[config.mk]
export PLATFORM = sky130hd
export DESIGN_NAME = periph_sys
export DESIGN_NICKNAME = d
export VERILOG_FILES = /design/src/logic/timer_pkg.sv /design/src/logic/bus_pkg.sv /design/src/logic/periph_bus_if.sv /design/src/logic/periph_sys.sv /design/src/logic/irq_ctrl.sv /design/src/logic/timer.sv /design/src/logic/bus_interconnect.sv
export VERILOG_INCLUDE_DIRS = /design/src /design/src/logic
export SDC_FILE = /design/constraint.sdc
export NUM_CORES = 1
export LEC_CHECK = 0
export ABC_CLOCK_PERIOD_IN_PS = 3900
export BUFFER_PORTS_ARGS = -buffer_cell sky130_fd_sc_hd__buf_2
export CAP_MARGIN = 20
export CORE_MARGIN = 2
export CORE_UTILIZATION = 40
export DETAILED_ROUTE_END_ITERATION = 10
export PLACE_DENSITY = 0.57
export SLEW_MARGIN = 15
export SYNTH_ARGS = -nofsm -noshare
export SYNTH_HDL_FRONTEND = slang
export SYNTH_SLANG_ARGS = --single-unit
[constraint.sdc]
create_clock -name clk -period 3.9 [get_ports clk]
set_clock_uncertainty 0.1 [all_clocks]
set_input_delay 0.39 -clock clk [delete_from_list [all_inputs] [get_ports clk]]
set_output_delay 0.39 -clock clk [all_outputs]
set_load 0.02 [all_outputs]
[src/logic/periph_defines.svh]
`ifndef PERIPH_DEFINES_SVH
`define PERIPH_DEFINES_SVH

// Bus widths.
`define PERIPH_DATA_W 32
`define PERIPH_ADDR_W 4

// Device select values in the upper address bits.
`define PERIPH_DEV_TIMER0 2'd0
`define PERIPH_DEV_TIMER1 2'd1
`define PERIPH_DEV_IRQ 2'd2

// Timer register words.
`define TIMER_REG_CTRL 2'd0
`define TIMER_REG_PRESET 2'd1
`define TIMER_REG_COUNT 2'd2

// Interrupt controller register words.
`define IRQ_REG_PENDING 2'd0
`define IRQ_REG_MASK 2'd1
`define IRQ_REG_RAW 2'd2
`define IRQ_SOURCES 2

`endif
[src/logic/timer_pkg.sv]
`default_nettype none

package timer_pkg;

	typedef enum logic [1:0] {
		state_idle,
		state_load,
		state_count,
		state_irq
	} timer_state_e;

	// Codes 2 and 3 are not named and behave as periodic.
	typedef enum logic [1:0] {
		mode_oneshot = 2'd0,
		mode_periodic = 2'd1
	} timer_mode_e;

	// Control word layout, from bit 3 down to bit 0.
	typedef struct packed {
		logic allow_irq;
		timer_mode_e mode;
		logic enable;
	} timer_ctrl_s;

endpackage

`default_nettype wire

[src/logic/bus_pkg.sv]
`default_nettype none

`include "periph_defines.svh"

package bus_pkg;

	// Upper half picks the device, lower half the register word.
	typedef struct packed {
		logic [1:0] dev;
		logic [1:0] regsel;
	} bus_addr_s;

	// One word address, seen flat or split into its fields.
	typedef union packed {
		logic [`PERIPH_ADDR_W-1:0] word;
		bus_addr_s field;
	} bus_addr_u;

	// Which of the two hosts holds the bus.
	typedef logic [0:0] host_idx_t;

endpackage

`default_nettype wire

[src/logic/periph_bus_if.sv]
`default_nettype none

`include "periph_defines.svh"

interface periph_bus_if import bus_pkg::*; ();

	// One select level per device.
	logic [2:0] sel;
	logic we;
	bus_addr_u addr;
	logic [`PERIPH_DATA_W-1:0] wdata;

	modport ctrl (
		output sel,
		output we,
		output addr,
		output wdata
	);

	// Devices get their own select as a separate port.
	modport dev (
		input we,
		input addr,
		input wdata
	);

endinterface

`default_nettype wire

[src/logic/periph_sys.sv]
`default_nettype none

`include "periph_defines.svh"

module periph_sys (
	input logic clk,
	input logic rst,

	input logic h0_req,
	input logic h0_we,
	input logic [`PERIPH_ADDR_W-1:0] h0_addr,
	input logic [`PERIPH_DATA_W-1:0] h0_wdata,
	output logic h0_gnt,
	output logic [`PERIPH_DATA_W-1:0] h0_rdata,

	input logic h1_req,
	input logic h1_we,
	input logic [`PERIPH_ADDR_W-1:0] h1_addr,
	input logic [`PERIPH_DATA_W-1:0] h1_wdata,
	output logic h1_gnt,
	output logic [`PERIPH_DATA_W-1:0] h1_rdata,

	output logic irq
);

	logic [`PERIPH_DATA_W-1:0] timer0_rdata;
	logic [`PERIPH_DATA_W-1:0] timer1_rdata;
	logic [`PERIPH_DATA_W-1:0] irq_rdata;
	// Bit n carries the interrupt of timer n.
	logic [`IRQ_SOURCES-1:0] timer_irq;

	periph_bus_if u_bus ();

	bus_interconnect u_interconnect (
		.clk(clk),
		.rst(rst),
		.h0_req(h0_req),
		.h0_we(h0_we),
		.h0_addr(h0_addr),
		.h0_wdata(h0_wdata),
		.h0_gnt(h0_gnt),
		.h0_rdata(h0_rdata),
		.h1_req(h1_req),
		.h1_we(h1_we),
		.h1_addr(h1_addr),
		.h1_wdata(h1_wdata),
		.h1_gnt(h1_gnt),
		.h1_rdata(h1_rdata),
		.bus(u_bus.ctrl),
		.timer0_rdata(timer0_rdata),
		.timer1_rdata(timer1_rdata),
		.irq_rdata(irq_rdata)
	);

	timer u_timer0 (
		.clk(clk),
		.rst(rst),
		.bus(u_bus.dev),
		.dev_sel(u_bus.sel[`PERIPH_DEV_TIMER0]),
		.rdata(timer0_rdata),
		.irq(timer_irq[0])
	);

	timer u_timer1 (
		.clk(clk),
		.rst(rst),
		.bus(u_bus.dev),
		.dev_sel(u_bus.sel[`PERIPH_DEV_TIMER1]),
		.rdata(timer1_rdata),
		.irq(timer_irq[1])
	);

	irq_ctrl u_irq_ctrl (
		.clk(clk),
		.rst(rst),
		.bus(u_bus.dev),
		.dev_sel(u_bus.sel[`PERIPH_DEV_IRQ]),
		.src(timer_irq),
		.rdata(irq_rdata),
		.irq(irq)
	);

endmodule

`default_nettype wire

[src/logic/irq_ctrl.sv]
`default_nettype none

`include "periph_defines.svh"

module irq_ctrl (
	input logic clk,
	input logic rst,
	periph_bus_if.dev bus,
	input logic dev_sel,
	input logic [`IRQ_SOURCES-1:0] src,
	output logic [`PERIPH_DATA_W-1:0] rdata,
	output logic irq
);

	logic [`IRQ_SOURCES-1:0] pending;
	logic [`IRQ_SOURCES-1:0] mask;
	logic [`IRQ_SOURCES-1:0] clr;
	logic wr_en;

	assign wr_en = dev_sel && bus.we;

	// Write-one-to-clear on the pending word.
	always_comb begin
		clr = '0;
		if (wr_en && bus.addr.field.regsel == `IRQ_REG_PENDING) begin
			clr = bus.wdata[`IRQ_SOURCES-1:0];
		end
	end

	always_ff @(posedge clk) begin
		if (rst) begin
			pending <= '0;
			mask <= '0;
		end else begin
			// A source that is high wins over a clear.
			pending <= (pending & ~clr) | src;
			if (wr_en && bus.addr.field.regsel == `IRQ_REG_MASK) begin
				mask <= bus.wdata[`IRQ_SOURCES-1:0];
			end
		end
	end

	assign irq = |(pending & mask);

	// Raw word shows the live source levels.
	always_comb begin
		rdata = '0;
		case (bus.addr.field.regsel)
			`IRQ_REG_PENDING: rdata[`IRQ_SOURCES-1:0] = pending;
			`IRQ_REG_MASK: rdata[`IRQ_SOURCES-1:0] = mask;
			`IRQ_REG_RAW: rdata[`IRQ_SOURCES-1:0] = src;
			default: rdata = '0;
		endcase
	end

endmodule

`default_nettype wire

[src/logic/timer.sv]
`default_nettype none

`include "periph_defines.svh"

module timer import timer_pkg::*; (
	input logic clk,
	input logic rst,
	periph_bus_if.dev bus,
	input logic dev_sel,
	output logic [`PERIPH_DATA_W-1:0] rdata,
	output logic irq
);

	timer_ctrl_s ctrl;
	timer_state_e state;
	logic [`PERIPH_DATA_W-1:0] preset;
	logic [`PERIPH_DATA_W-1:0] count;
	logic irq_latch;
	logic wr_en;

	assign wr_en = dev_sel && bus.we;

	// Interrupt is only visible when allowed.
	assign irq = irq_latch && ctrl.allow_irq;

	// Register read. Word 3 reads as zero.
	always_comb begin
		rdata = '0;
		case (bus.addr.field.regsel)
			`TIMER_REG_CTRL: rdata[$bits(timer_ctrl_s)-1:0] = ctrl;
			`TIMER_REG_PRESET: rdata = preset;
			`TIMER_REG_COUNT: rdata = count;
			default: rdata = '0;
		endcase
	end

	always_ff @(posedge clk) begin
		if (rst) begin
			ctrl <= '0;
			preset <= '0;
			count <= '0;
			state <= state_idle;
			irq_latch <= 1'b0;
		end else if (wr_en) begin
			// A bus write holds the FSM for this cycle.
			case (bus.addr.field.regsel)
				`TIMER_REG_CTRL: begin
					ctrl <= timer_ctrl_s'(bus.wdata[$bits(timer_ctrl_s)-1:0]);
				end
				`TIMER_REG_PRESET: preset <= bus.wdata;
				`TIMER_REG_COUNT: count <= bus.wdata;
				default: ;
			endcase
		end else begin
			case (state)
				state_idle: begin
					if (ctrl.enable) begin
						irq_latch <= 1'b0;
						state <= state_load;
					end
				end

				state_load: begin
					count <= preset;
					state <= state_count;
				end

				state_count: begin
					if (!ctrl.enable) begin
						state <= state_idle;
					end else if (count > 1) begin
						count <= count - 1'b1;
					end else begin
						// Expired.
						count <= '0;
						irq_latch <= 1'b1;
						state <= state_irq;
					end
				end

				state_irq: begin
					state <= state_idle;
					// One-shot stops itself, other modes drop irq and reload
					if (ctrl.mode == mode_oneshot) begin
						ctrl.enable <= 1'b0;
					end else begin
						irq_latch <= 1'b0;
					end
				end

				default: state <= state_idle;
			endcase
		end
	end

endmodule

`default_nettype wire

[src/logic/bus_interconnect.sv]
`default_nettype none

`include "periph_defines.svh"

module bus_interconnect import bus_pkg::*; (
	input logic clk,
	input logic rst,

	input logic h0_req,
	input logic h0_we,
	input logic [`PERIPH_ADDR_W-1:0] h0_addr,
	input logic [`PERIPH_DATA_W-1:0] h0_wdata,
	output logic h0_gnt,
	output logic [`PERIPH_DATA_W-1:0] h0_rdata,

	input logic h1_req,
	input logic h1_we,
	input logic [`PERIPH_ADDR_W-1:0] h1_addr,
	input logic [`PERIPH_DATA_W-1:0] h1_wdata,
	output logic h1_gnt,
	output logic [`PERIPH_DATA_W-1:0] h1_rdata,

	periph_bus_if.ctrl bus,

	input logic [`PERIPH_DATA_W-1:0] timer0_rdata,
	input logic [`PERIPH_DATA_W-1:0] timer1_rdata,
	input logic [`PERIPH_DATA_W-1:0] irq_rdata
);

	host_idx_t last_gnt;
	host_idx_t gnt_idx;
	logic gnt0;
	logic gnt1;
	logic any_gnt;
	logic cmd_we;
	bus_addr_u cmd_addr;
	logic [`PERIPH_DATA_W-1:0] cmd_wdata;
	logic [`PERIPH_DATA_W-1:0] rd_mux;

	// Round robin. On a conflict the host not served last wins.
	always_comb begin
		gnt0 = h0_req && (!h1_req || last_gnt == host_idx_t'(1'b1));
		gnt1 = h1_req && (!h0_req || last_gnt == host_idx_t'(1'b0));
		any_gnt = gnt0 || gnt1;
		gnt_idx = host_idx_t'(gnt1);
	end

	assign h0_gnt = gnt0;
	assign h1_gnt = gnt1;

	always_ff @(posedge clk) begin
		if (rst) begin
			// Host 0 takes the first conflict.
			last_gnt <= host_idx_t'(1'b1);
		end else if (any_gnt) begin
			last_gnt <= gnt_idx;
		end
	end

	// Put the granted host's command on the shared bus.
	always_comb begin
		if (gnt_idx == host_idx_t'(1'b1)) begin
			cmd_we = h1_we;
			cmd_addr.word = h1_addr;
			cmd_wdata = h1_wdata;
		end else begin
			cmd_we = h0_we;
			cmd_addr.word = h0_addr;
			cmd_wdata = h0_wdata;
		end
	end

	assign bus.we = any_gnt && cmd_we;
	assign bus.addr = cmd_addr;
	assign bus.wdata = cmd_wdata;

	// Device decode. The fourth device slot selects nothing.
	always_comb begin
		bus.sel = 3'b000;
		if (any_gnt) begin
			case (cmd_addr.field.dev)
				`PERIPH_DEV_TIMER0: bus.sel[0] = 1'b1;
				`PERIPH_DEV_TIMER1: bus.sel[1] = 1'b1;
				`PERIPH_DEV_IRQ: bus.sel[2] = 1'b1;
				default: bus.sel = 3'b000;
			endcase
		end
	end

	// Read data back from the addressed device, zero if unmapped.
	always_comb begin
		case (cmd_addr.field.dev)
			`PERIPH_DEV_TIMER0: rd_mux = timer0_rdata;
			`PERIPH_DEV_TIMER1: rd_mux = timer1_rdata;
			`PERIPH_DEV_IRQ: rd_mux = irq_rdata;
			default: rd_mux = '0;
		endcase
	end

	assign h0_rdata = gnt0 ? rd_mux : '0;
	assign h1_rdata = gnt1 ? rd_mux : '0;

endmodule

`default_nettype wire

# Yosys cells after proc, flatten, opt, wreduce, memory -nomap -nowiden
# Index checks and enable logic that the tools add are counted.
# word_totals
ff_bits	147
input_bits	78
out_inout_bits	67
# classes
add_sub_neg	2
magnitude_cmp	2
n_eq_ne	26
muxes	51
bitwise	7
n_reduce_logical	42
# op_table
op	n
two-way mux 32 bit	10
one-hot mux 32 bit (2 select lines)	2
one-hot mux 28 bit (2 select lines)	2
one-hot mux 32 bit (3 select lines)	1
greater-than comparator 32 x 1 -> 1 bit, second input constant	2
subtractor 32 x 1 -> 32 bit, second input constant	2
one-hot mux 4 bit (3 select lines)	2
two-way mux 1 bit	20
AND reduction 3 bit	6
!= test 2 x 1 -> 1 bit, second input constant	8
one-hot mux 2 bit (4 select lines)	2
two-way mux 2 bit	7
equality test 2 bit, second input constant	6
logical NOT 2 bit	6
AND reduction 6 bit	2
nonzero test 3 bit	4
logical AND 1 bit	10
equality test 2 x 1 -> 1 bit, second input constant	4
!= test 2 bit, second input constant	4
AND reduction 2 bit	4
nonzero test 2 bit	4
!= test 3 x 1 -> 1 bit, second input constant	2
!= test 3 bit, second input constant	2
one-hot mux 1 bit (3 select lines)	2
10 further kinds	16

# Depth between registers and ports, before layout
# Gate-level depths: netlist (run 1).
# logic_depth
word_depth	13
depth_mapped	14

# Cells and area by module
# A second synthesis (run 1) with hierarchy kept.
# hier_totals
hier_cells	1675
area_unflattened_um2	11891.4
# modules_own_cells
module	instances	cells_per_inst	area_each_um2
timer (u_timer0)	1	603	4554.4
timer (u_timer1)	1	600	4404.2
bus_interconnect	1	417	2473.6
irq_ctrl	1	55	459.2

# Worst setup path before layout (run 1)
# Ideal clock, no wire load.
# synth_timing
kind	input to output
start	input h1_req
end	output h0_rdata[0]
arrival_time_ns	3.081
t_required_ns	3.410
setup_slack_ns	0.329
path_stages	14
n_path_buf	5
path_cell_list	a21bo_1 buf_2 buf_2 clkbuf_1 nand2_1 and2_1 inv_1 ha_1 clkbuf_1 buf_1 a22oi_1 o21ai_0 a32oi_1 nor3_1
# synth_via
elab_chain_len	6
word_cells_on_any_way	16
cone_classes	4 x eq/ne; 6 x mux; 6 x reduce/logical
# synth_lines
item	line_no	text
start: declaration	periph_sys.sv:16	input logic h1_req,
logical AND 1 bit	bus_interconnect.sv:43	gnt1 = h1_req && (!h0_req || last_gnt == host_idx_t'(1'b0));
two-way mux 4 bit	bus_interconnect.sv:62	if (gnt_idx == host_idx_t'(1'b1)) begin
equality test 2 bit (tied with other cells)	irq_ctrl.sv:48, timer.sv:29	
one-hot mux 2 bit (3 select lines) / one-hot mux 4 bit (3 select lines) (equally long branches)	irq_ctrl.sv:48, timer.sv:29	
one-hot mux 32 bit (3 select lines)	bus_interconnect.sv:92	case (cmd_addr.field.dev)
two-way mux 32 bit *	bus_interconnect.sv:100	assign h0_rdata = gnt0 ? rd_mux : '0;
end: declaration	periph_sys.sv:14	output logic [`PERIPH_DATA_W-1:0] h0_rdata,
# Mark *: on every way between the ends. The rest lies on a longest branch, timed or not.

# Worst setup path after layout (run 1)
# layout_timing
start	register u_interconnect.last_gnt
end	output h1_rdata[23]
# layout_via
elab_chain_len	8
word_cells_on_any_way	13
cone_classes	4 x eq/ne; 5 x mux; 1 x bitwise; 3 x reduce/logical
# layout_lines
item	line_no	text
start: declaration	bus_interconnect.sv:30	host_idx_t last_gnt;
start signal: assignment	bus_interconnect.sv:54	last_gnt <= host_idx_t'(1'b1);
start signal: assignment	bus_interconnect.sv:56	last_gnt <= gnt_idx;
NOT 1 bit *	bus_interconnect.sv:43	
logical OR 1 bit *	bus_interconnect.sv:43	
logical AND 1 bit *	bus_interconnect.sv:43	
two-way mux 4 bit	bus_interconnect.sv:62	
equality test 2 bit / equality test 2 x 1 -> 1 bit (equally long branches)	timer.sv:29	case (bus.addr.field.regsel)
one-hot mux 28 bit (2 select lines)	timer.sv:29	
one-hot mux 32 bit (3 select lines)	bus_interconnect.sv:92	
two-way mux 32 bit *	bus_interconnect.sv:101	assign h1_rdata = gnt1 ? rd_mux : '0;
end: declaration	periph_sys.sv:21	output logic [`PERIPH_DATA_W-1:0] h1_rdata,
# Marked as above.

==> metrics.md, run 1 <==
| Metric | Value |
|---|---|
| Run status | completed |
| Final period util | a little over nine tenths |
| Fillers | between 2000 and 2500 |
| Drt total wl | 42100 um |
| Most common flop cell mapped by yosys | dfxtp_1 |
| CP Launch Type | flop |
| Syn Area/Cell | approximately 7.5 um2 |
| Syn Inst Count | roughly 1300 |
| DR vias | ~11000 |
| CTS root buf | clkbuf_16 |
| Final number of setup-violating endpoints | 0 |
| Wire per inst | approximately 24 um |
| Port buffer count | between 100 and 150 |
| Slew Viols, Final | 0 |
| Die width | about 160 um |
| CTS H-Tree Depth | 4 |
| Max-cap violations | 0 |
| Maximum VDD drop | ~0.00026 V |
| RSZ-0062 raised after global routing | no |
| Period minus WS final | between 3000 and 4000 ps |
| Most common cell after layout, fill and taps aside | nor2_1 |
| Overall Power | between 5000 and 6000 uW |
| Critical path class | flop to output port |
| Number of synthesized flops with an enable pin | 0 |
| Starting Density | 40.9% |
| CTS tree | done |
| Net Count, Synth | ~1400 |
| Footprint of the multi-input gates | between 0.006 and 0.007 mm2 |
| Post-synth top area cell | dfxtp_1 |
| Distinct cell type count after synthesis | around 80 |
| Yosys reg bits | around 150 |
| Final Hold Viols | 0 |
| Setup Fix Bufs, Post-CTS | 0 |
| Ys Warns | 0 |
| Synth top area cells | dfxtp_1, nor2_1, a221oi_1 |
| Sequential-to-total area share from yosys stat | between 20% and 30% |
| Worst Path Arrival | roughly 3300 ps |
| Max clock buf depth | 2 |
| DRC | 0 |
| Vias in the first global route | 10500 |
| DP HPWL | 30200 um |
| GRT Residual Overflow | 0 |
| CP Max Fanout | 38 |
| Die area | approximately 0.026 mm2 |
| Final TNS setup | 0 ps |
| Placer Congestion | around 0.99 |
| Async set-reset flop share out of synthesis | 0% |
| Area delta synth->final | 17.8% |
| DR vias/cell | roughly 6.5 |
| Area share of the largest cell type after synthesis | 29.4% |
| Fmax | approximately 260 MHz |
| Non-filler cells in the finished layout | around 1800 |
| Die height | roughly 160 um |
| # resized after CTS | 0 |
| Post-CTS Hold Buffers | 0 |
| Sink Count | between 100 and 150 |
| Actual slew at the worst max-slew pin | a little under 1000 ps |
| Largest net degree at the start of global routing | 66 |
| Synth Cell Area | about 0.010 mm2 |
| Share of layout cells above drive strength 1 | between 10% and 20% |
| DRT Pass-1 Iters | 9 |
| Core Region | 0.0245 mm2 |
| Crit path capture type | output port |
| Commonest non-fill, non-tap cells in the layout | nor2_1, dfxtp_1, nand2_1, buf_2, a211oi_1 |
| Final nets | roughly 1500 |
| Num rows | 57 |
| Final ANT Viol Nets | 0 |
| Initial antenna violation count | 1 |
| Slew margin rel. | 34.0% |
| CTS Buf Count | 17 |
| Crit path required time | around 3400 ps |
| Pwr Density | 475 mW/mm2 |
| Seq. cell area | between 0.002 and 0.003 mm2 |
| Initial DRC count | between 1500 and 2000 |
| First-pass GRT wire length | roughly 64000 um |
| Boundary pin count | 145 |
| Cell leakage power | ~0.0047 uW |
| Post-Place Cells | 1741 |
| Clock Latency Late Sink | around 440 ps |
| Hold Crit Class | input pin to flop |
| Total GRT Usage | roughly 31% |
| Worst-path clk slew | 70 ps |
[cells by family (layout without fill, tap and decap cells)]
logic type                 Yosys count  after routing  synth area share [%]
AOI/OAI and AO/OA                  438            438                  32.9
xor gates and xnor gates            20             20                  1.75
adders and majority gates           18             18                  2.25
buffers and inverters              148            258                  5.74
DFF                                147            147                  29.4
muxes                               35             35                  3.54
other                                0              1                     0
and+or+nand+nor                    533            533                  24.5
[metal layers]
| layer | up-vias | part of all wire (%) | global-route usage (%) |
|---|---|---|---|
| met1 | 5484 | 44 | 44.5 |
| met2 | 631 | 45 | 47.6 |
| met3 | 87 | 9.0 | 5.64 |
| li1 | 5274 | - | - |
| met4 | 0 | 2.7 | 10.4 |
| met5 | - | 0 | 0 |
[metrics by stage]
| step | area [um2] | utilization [%] | setup WS [ps] | hold slack, ps |
|---|---|---|---|---|
| floorplan | 10000 | - | 329 | 349 |
| global placement | 11200 | 45.7 | 460 | 382 |
| detailed placement | 11200 | 45.8 | 411 | 391 |
| CTS | 11800 | 48.1 | 146 | 222 |
| global route | 11800 | 48.2 | 30.2 | 247 |
| finish | 11800 | 48.2 | 91.3 | 235 |
[cell usage after synthesis, types with 21 or more instances]
master and n:
inv_1 21, nand3_1 29, dfxtp_1 147, nor2_1 208, a221oi_1 80, mux2i_1 32, a21oi_1 64, nand2_1 144
a211oi_1 83, nor4_1 21, nor3_1 38, clkbuf_1 107, o21ai_0 39
[critical path, cell delays in order, from the launching register on]
cell and delay [ps]:
dfxtp_1 370, a21bo_4 370, nand2_1 110, and2_1 200, ha_2 260, buf_12 200, buf_4 230, a221oi_1 610
nor2_1 120, nand2_1 130, nor2_1 60, buf_2 180
[state kept, by name, summed over array words and instances (netlist names)]
signal / count
u_interconnect.last_gnt: 1
u_timer0.ctrl: 4
u_timer1.preset: 32
u_irq_ctrl.mask: 2
u_timer0.preset: 32
u_timer0.irq_latch: 1
u_timer0.count: 32
u_timer0.state: 2
u_timer1.state: 2
u_irq_ctrl.pending: 2
u_timer1.count: 32
u_timer1.ctrl: 4
u_timer1.irq_latch: 1
[report_power, final]
group          switching (uW)  internal [uW]  total, uW
Sequential                122           1580       1700
Clock                     748            925       1670
Combinational            1470            749       2220
[cell type report]
class,instances,area share (%)
Antenna cell,1,0.0212
Clock buffer,20,3.88
Clock inverter,12,1.04
Inverter,25,0.796
Multi-Input combinational cell,1044,55.6
Sequential cell,147,25.0
Tap cell,324,3.44
Timing Repair Buffer,201,10.3
[worst paths after layout]
check	endpoint	cells after the start	slack (ps)	startpoint
setup reg to reg	u_timer0.count[23]$_SDFFE_PP0P_	7	640	u_timer0.count[13]$_SDFFE_PP0P_
setup / recovery	h1_rdata[23]	11	90	u_interconnect.last_gnt$_SDFFE_PP1N_
hold reg to reg	u_irq_ctrl.pending[1]$_SDFF_PP0_	2	400	u_irq_ctrl.pending[1]$_SDFF_PP0_
hold / removal	u_interconnect.last_gnt$_SDFFE_PP1N_	3	240	h1_req
No activity file was read; power rests on OpenSTA's default activity.
==> run 2, diff against run 1 <==
- PLACE_DENSITY: 0.57 -> 0.56
- SKIP_LAST_GASP: unset -> 1
- SYNTH_HIERARCHICAL: unset -> 1
==> run 2 against run 1 <==
Effect of this change:
- first-iteration DRC count is 2.0% higher
- sequential share of layout area down 3.1 points
- final area rose by 14%
- fmax up 2.9%
==> metrics.md, run 2 <==
| Metric | Value |
|---|---|
| Run status | completed |
| Post-synth top area cell | dfxtp_1 |
| Distinct cell type count after synthesis | 83 |
| Placer Congestion | about 0.95 |
| CP Buf/Inv Count | 4 |
| CP Launch Type | flop |
| CP Max Fanout | 34 |
| Most common flop cell mapped by yosys | dfxtp_1 |
| Die height | around 180 um |
| Num rows | 63 |
| Final ANT Viol Nets | 0 |
| Yosys reg bits | roughly 150 |
| Top post-synthesis cells by count | nand2_1, a21oi_1, dfxtp_1 |
| Area after DPL | 0.0129 mm2 |
| Overall Power | between 4000 and 5000 uW |
| Wire per inst | 22.8 um |
| Most numerous cell in the Yosys netlist | nand2_1 |
| Slowest CP cell | a222oi_1 |
| GRT Residual Overflow | 0 |
| Syn Inst Count | ~1700 |
| Commonest non-fill, non-tap cells in the layout | nand2_1, a21oi_1, dfxtp_1, buf_2, mux2i_1 |
| Async set-reset flop share out of synthesis | 0% |
| Clock Latency Late Sink | about 440 ps |
| Max-cap violations | 0 |
| First-pass GRT wire length | around 76000 um |
| Share of layout cells above drive strength 1 | ~17% |
| DR vias/cell | slightly above 6 |
| CTS root buf | clkbuf_16 |
| Area delta synth->final | 13.4% |
| Post-route cell area | roughly 0.013 mm2 |
| Most common cell after layout, fill and taps aside | nand2_1 |
| Worst Path Arrival | 3210 ps |
| Final Hold Viols | 0 |
| Fmax | around 270 MHz |
| Maximum VDD drop | ~0.00028 V |
| Drt total wl | 49300 um |
| Vias in the first global route | between 10000 and 15000 |
| Crit path capture type | output port |
| Number of synthesized flops with an enable pin | 0 |
| Area share of the largest cell type after synthesis | 24.7% |
| Final period util | 94.9% |
| Starting Density | 40.3% |
| Port buffer count | approximately 140 |
| DRC | 0 |
| Critical path class | flop to output port |
| Slew Viols, Final | 0 |
| CP most frequent cell | nand2_1 |
| Hold Crit Class | input pin to flop |
| Min-delay src | h0_req |
| Sink Count | around 150 |
| Cell leakage power | approximately 0.0054 uW |
| Setup Fix Bufs, Post-CTS | 0 |
| Core Region | 0.0295 mm2 |
| Slew margin rel. | roughly a third |
| CTS tree | done |
| Initial DRC count | approximately 1600 |
| Worst path top cell family by delay | compound AO/OA/AOI/OAI gates |
| Largest net degree at the start of global routing | 80 |
| Die width | ~180 um |
| Final nets | 1850 |
| Worst path cell trace | a21bo_4 -> inv_2 -> nand2_1 -> nand2_1 -> buf_4 -> ha_1 -> buf_12 -> a222oi_1 -> nor2_2 -> mux2i_1 -> nand2_1 -> a32o_1 -> buf_2 |
| Synth Cell Area | around 0.012 mm2 |
| Pwr Density | a little over 300 mW/mm2 |
| Fillers | between 3000 and 4000 |
| DRT Pass-1 Iters | 6 |
| Boundary pin count | ~150 |
| Crit path required time | about 3400 ps |
| Die area | around 0.031 mm2 |
| FF-to-FF Start | u_interconnect/last_gnt$_SDFFE_PP1P_ |
| RSZ-0062 raised after global routing | no |
| Post-CTS Hold Buffers | 0 |
| CTS Buf Count | 17 |
| Total GRT Usage | roughly a third |
| Actual slew at the worst max-slew pin | ~970 ps |
| DR vias | 13400 |
| Synth top area cells | dfxtp_1, nand2_1, a21oi_1 |
| N_diodes | 0 |
| CP peak stage delay | approximately 430 ps |
| Ys Warns | 6 |
| Period minus WS final | around 3700 ps |
| Worst-path clk slew | ~70 ps |
| CTS H-Tree Depth | 4 |
| Syn Area/Cell | between 7 and 8 um2 |
| Sequential-to-total area share from yosys stat | about a quarter |
| DP HPWL | 35800 um |
| Final number of setup-violating endpoints | 0 |
| Max clock buf depth | 2 |
| Initial antenna violation count | 1 |
| Worst Setup SP | u_interconnect/last_gnt$_SDFFE_PP1P_ |
## run 2: cell count changes in the layout (fill, tap and decap cells not counted), sizes merged, moves of 37 or more
cell,delta
nor2,-149
a22oi,+46
a221oi,-69
nor2b,+58
a211oi,-73
nand2,+248
mux2i,+37
a21oi,+97
## run 2: final timing paths
check	to	cells past startpoint	slack, ps
max	h0_rdata[0]	13	200
min	u_interconnect/last_gnt$_SDFFE_PP1P_	3	290
max reg2reg	u_timer0/count[13]$_SDFFE_PP0P_	11	260
min reg2reg	u_timer1/preset[5]$_SDFFE_PP0P_	2	380
## run 2: through the flow
step	worst slack (ps)	utilization (%)	TNS, ps	hold slack [ps]	cells
2_1_floorplan	323	-	0	344	1704
3_3_place_gp	-19.6	43.7	-25.8	360	2131
3_5_place_dp	140	43.7	0	365	2131
4_1_cts	138	45.7	0	275	2163
5_1_grt	33.7	45.7	0	304	2163
6_report	197	45.7	0	288	2163
## run 2: cells by family after synthesis
group	synth area share (%)
and+or+nand+nor	29.5
AOI/OAI and AO/OA	29.3
buffers and inverters	8.38
DFF	24.7
muxes	5.90
adders and majority gates	1.26
xor gates and xnor gates	0.884
other	0.0315
## run 2: worst reg2reg max path: stages (launching register included)
cell	delay, ps
dfxtp_1	400
a21bo_4	260
buf_4	530
nand3_1	240
nand2_1	240
buf_4	210
and3b_1	240
a31oi_1	70
nor2_1	750
buf_4	310
a41oi_1	60
o211ai_1	160
## run 2: power by group
group,switching [uW],internal [uW]
Sequential,18.8,1510
Combinational,656,320
Clock,761,901
Total,1440,2730
## run 2: final cells by class
cell class	instances	area, um2	area share [%]
clock buffer	18	429	3.18
clock inverter	14	143	1.06
inverter	32	120	0.891
multi-input combinational	1354	8110	60.1
sequential	147	2940	21.8
tap	390	488	3.62
timing repair buffer	208	1260	9.32
## run 2: timing repair
action | 4_1_cts | 5_1_grt
resized for setup | 0 | 6
setup endpoints to repair | 0 | 17
hold endpoints to repair | 0 | 0
## run 2: per-layer routing
metal	track usage [%]	share of wire, %
met1	41.4	42
met3	6.63	8.6
met5	0	0
met2	51.8	46
met4	9.99	2.7
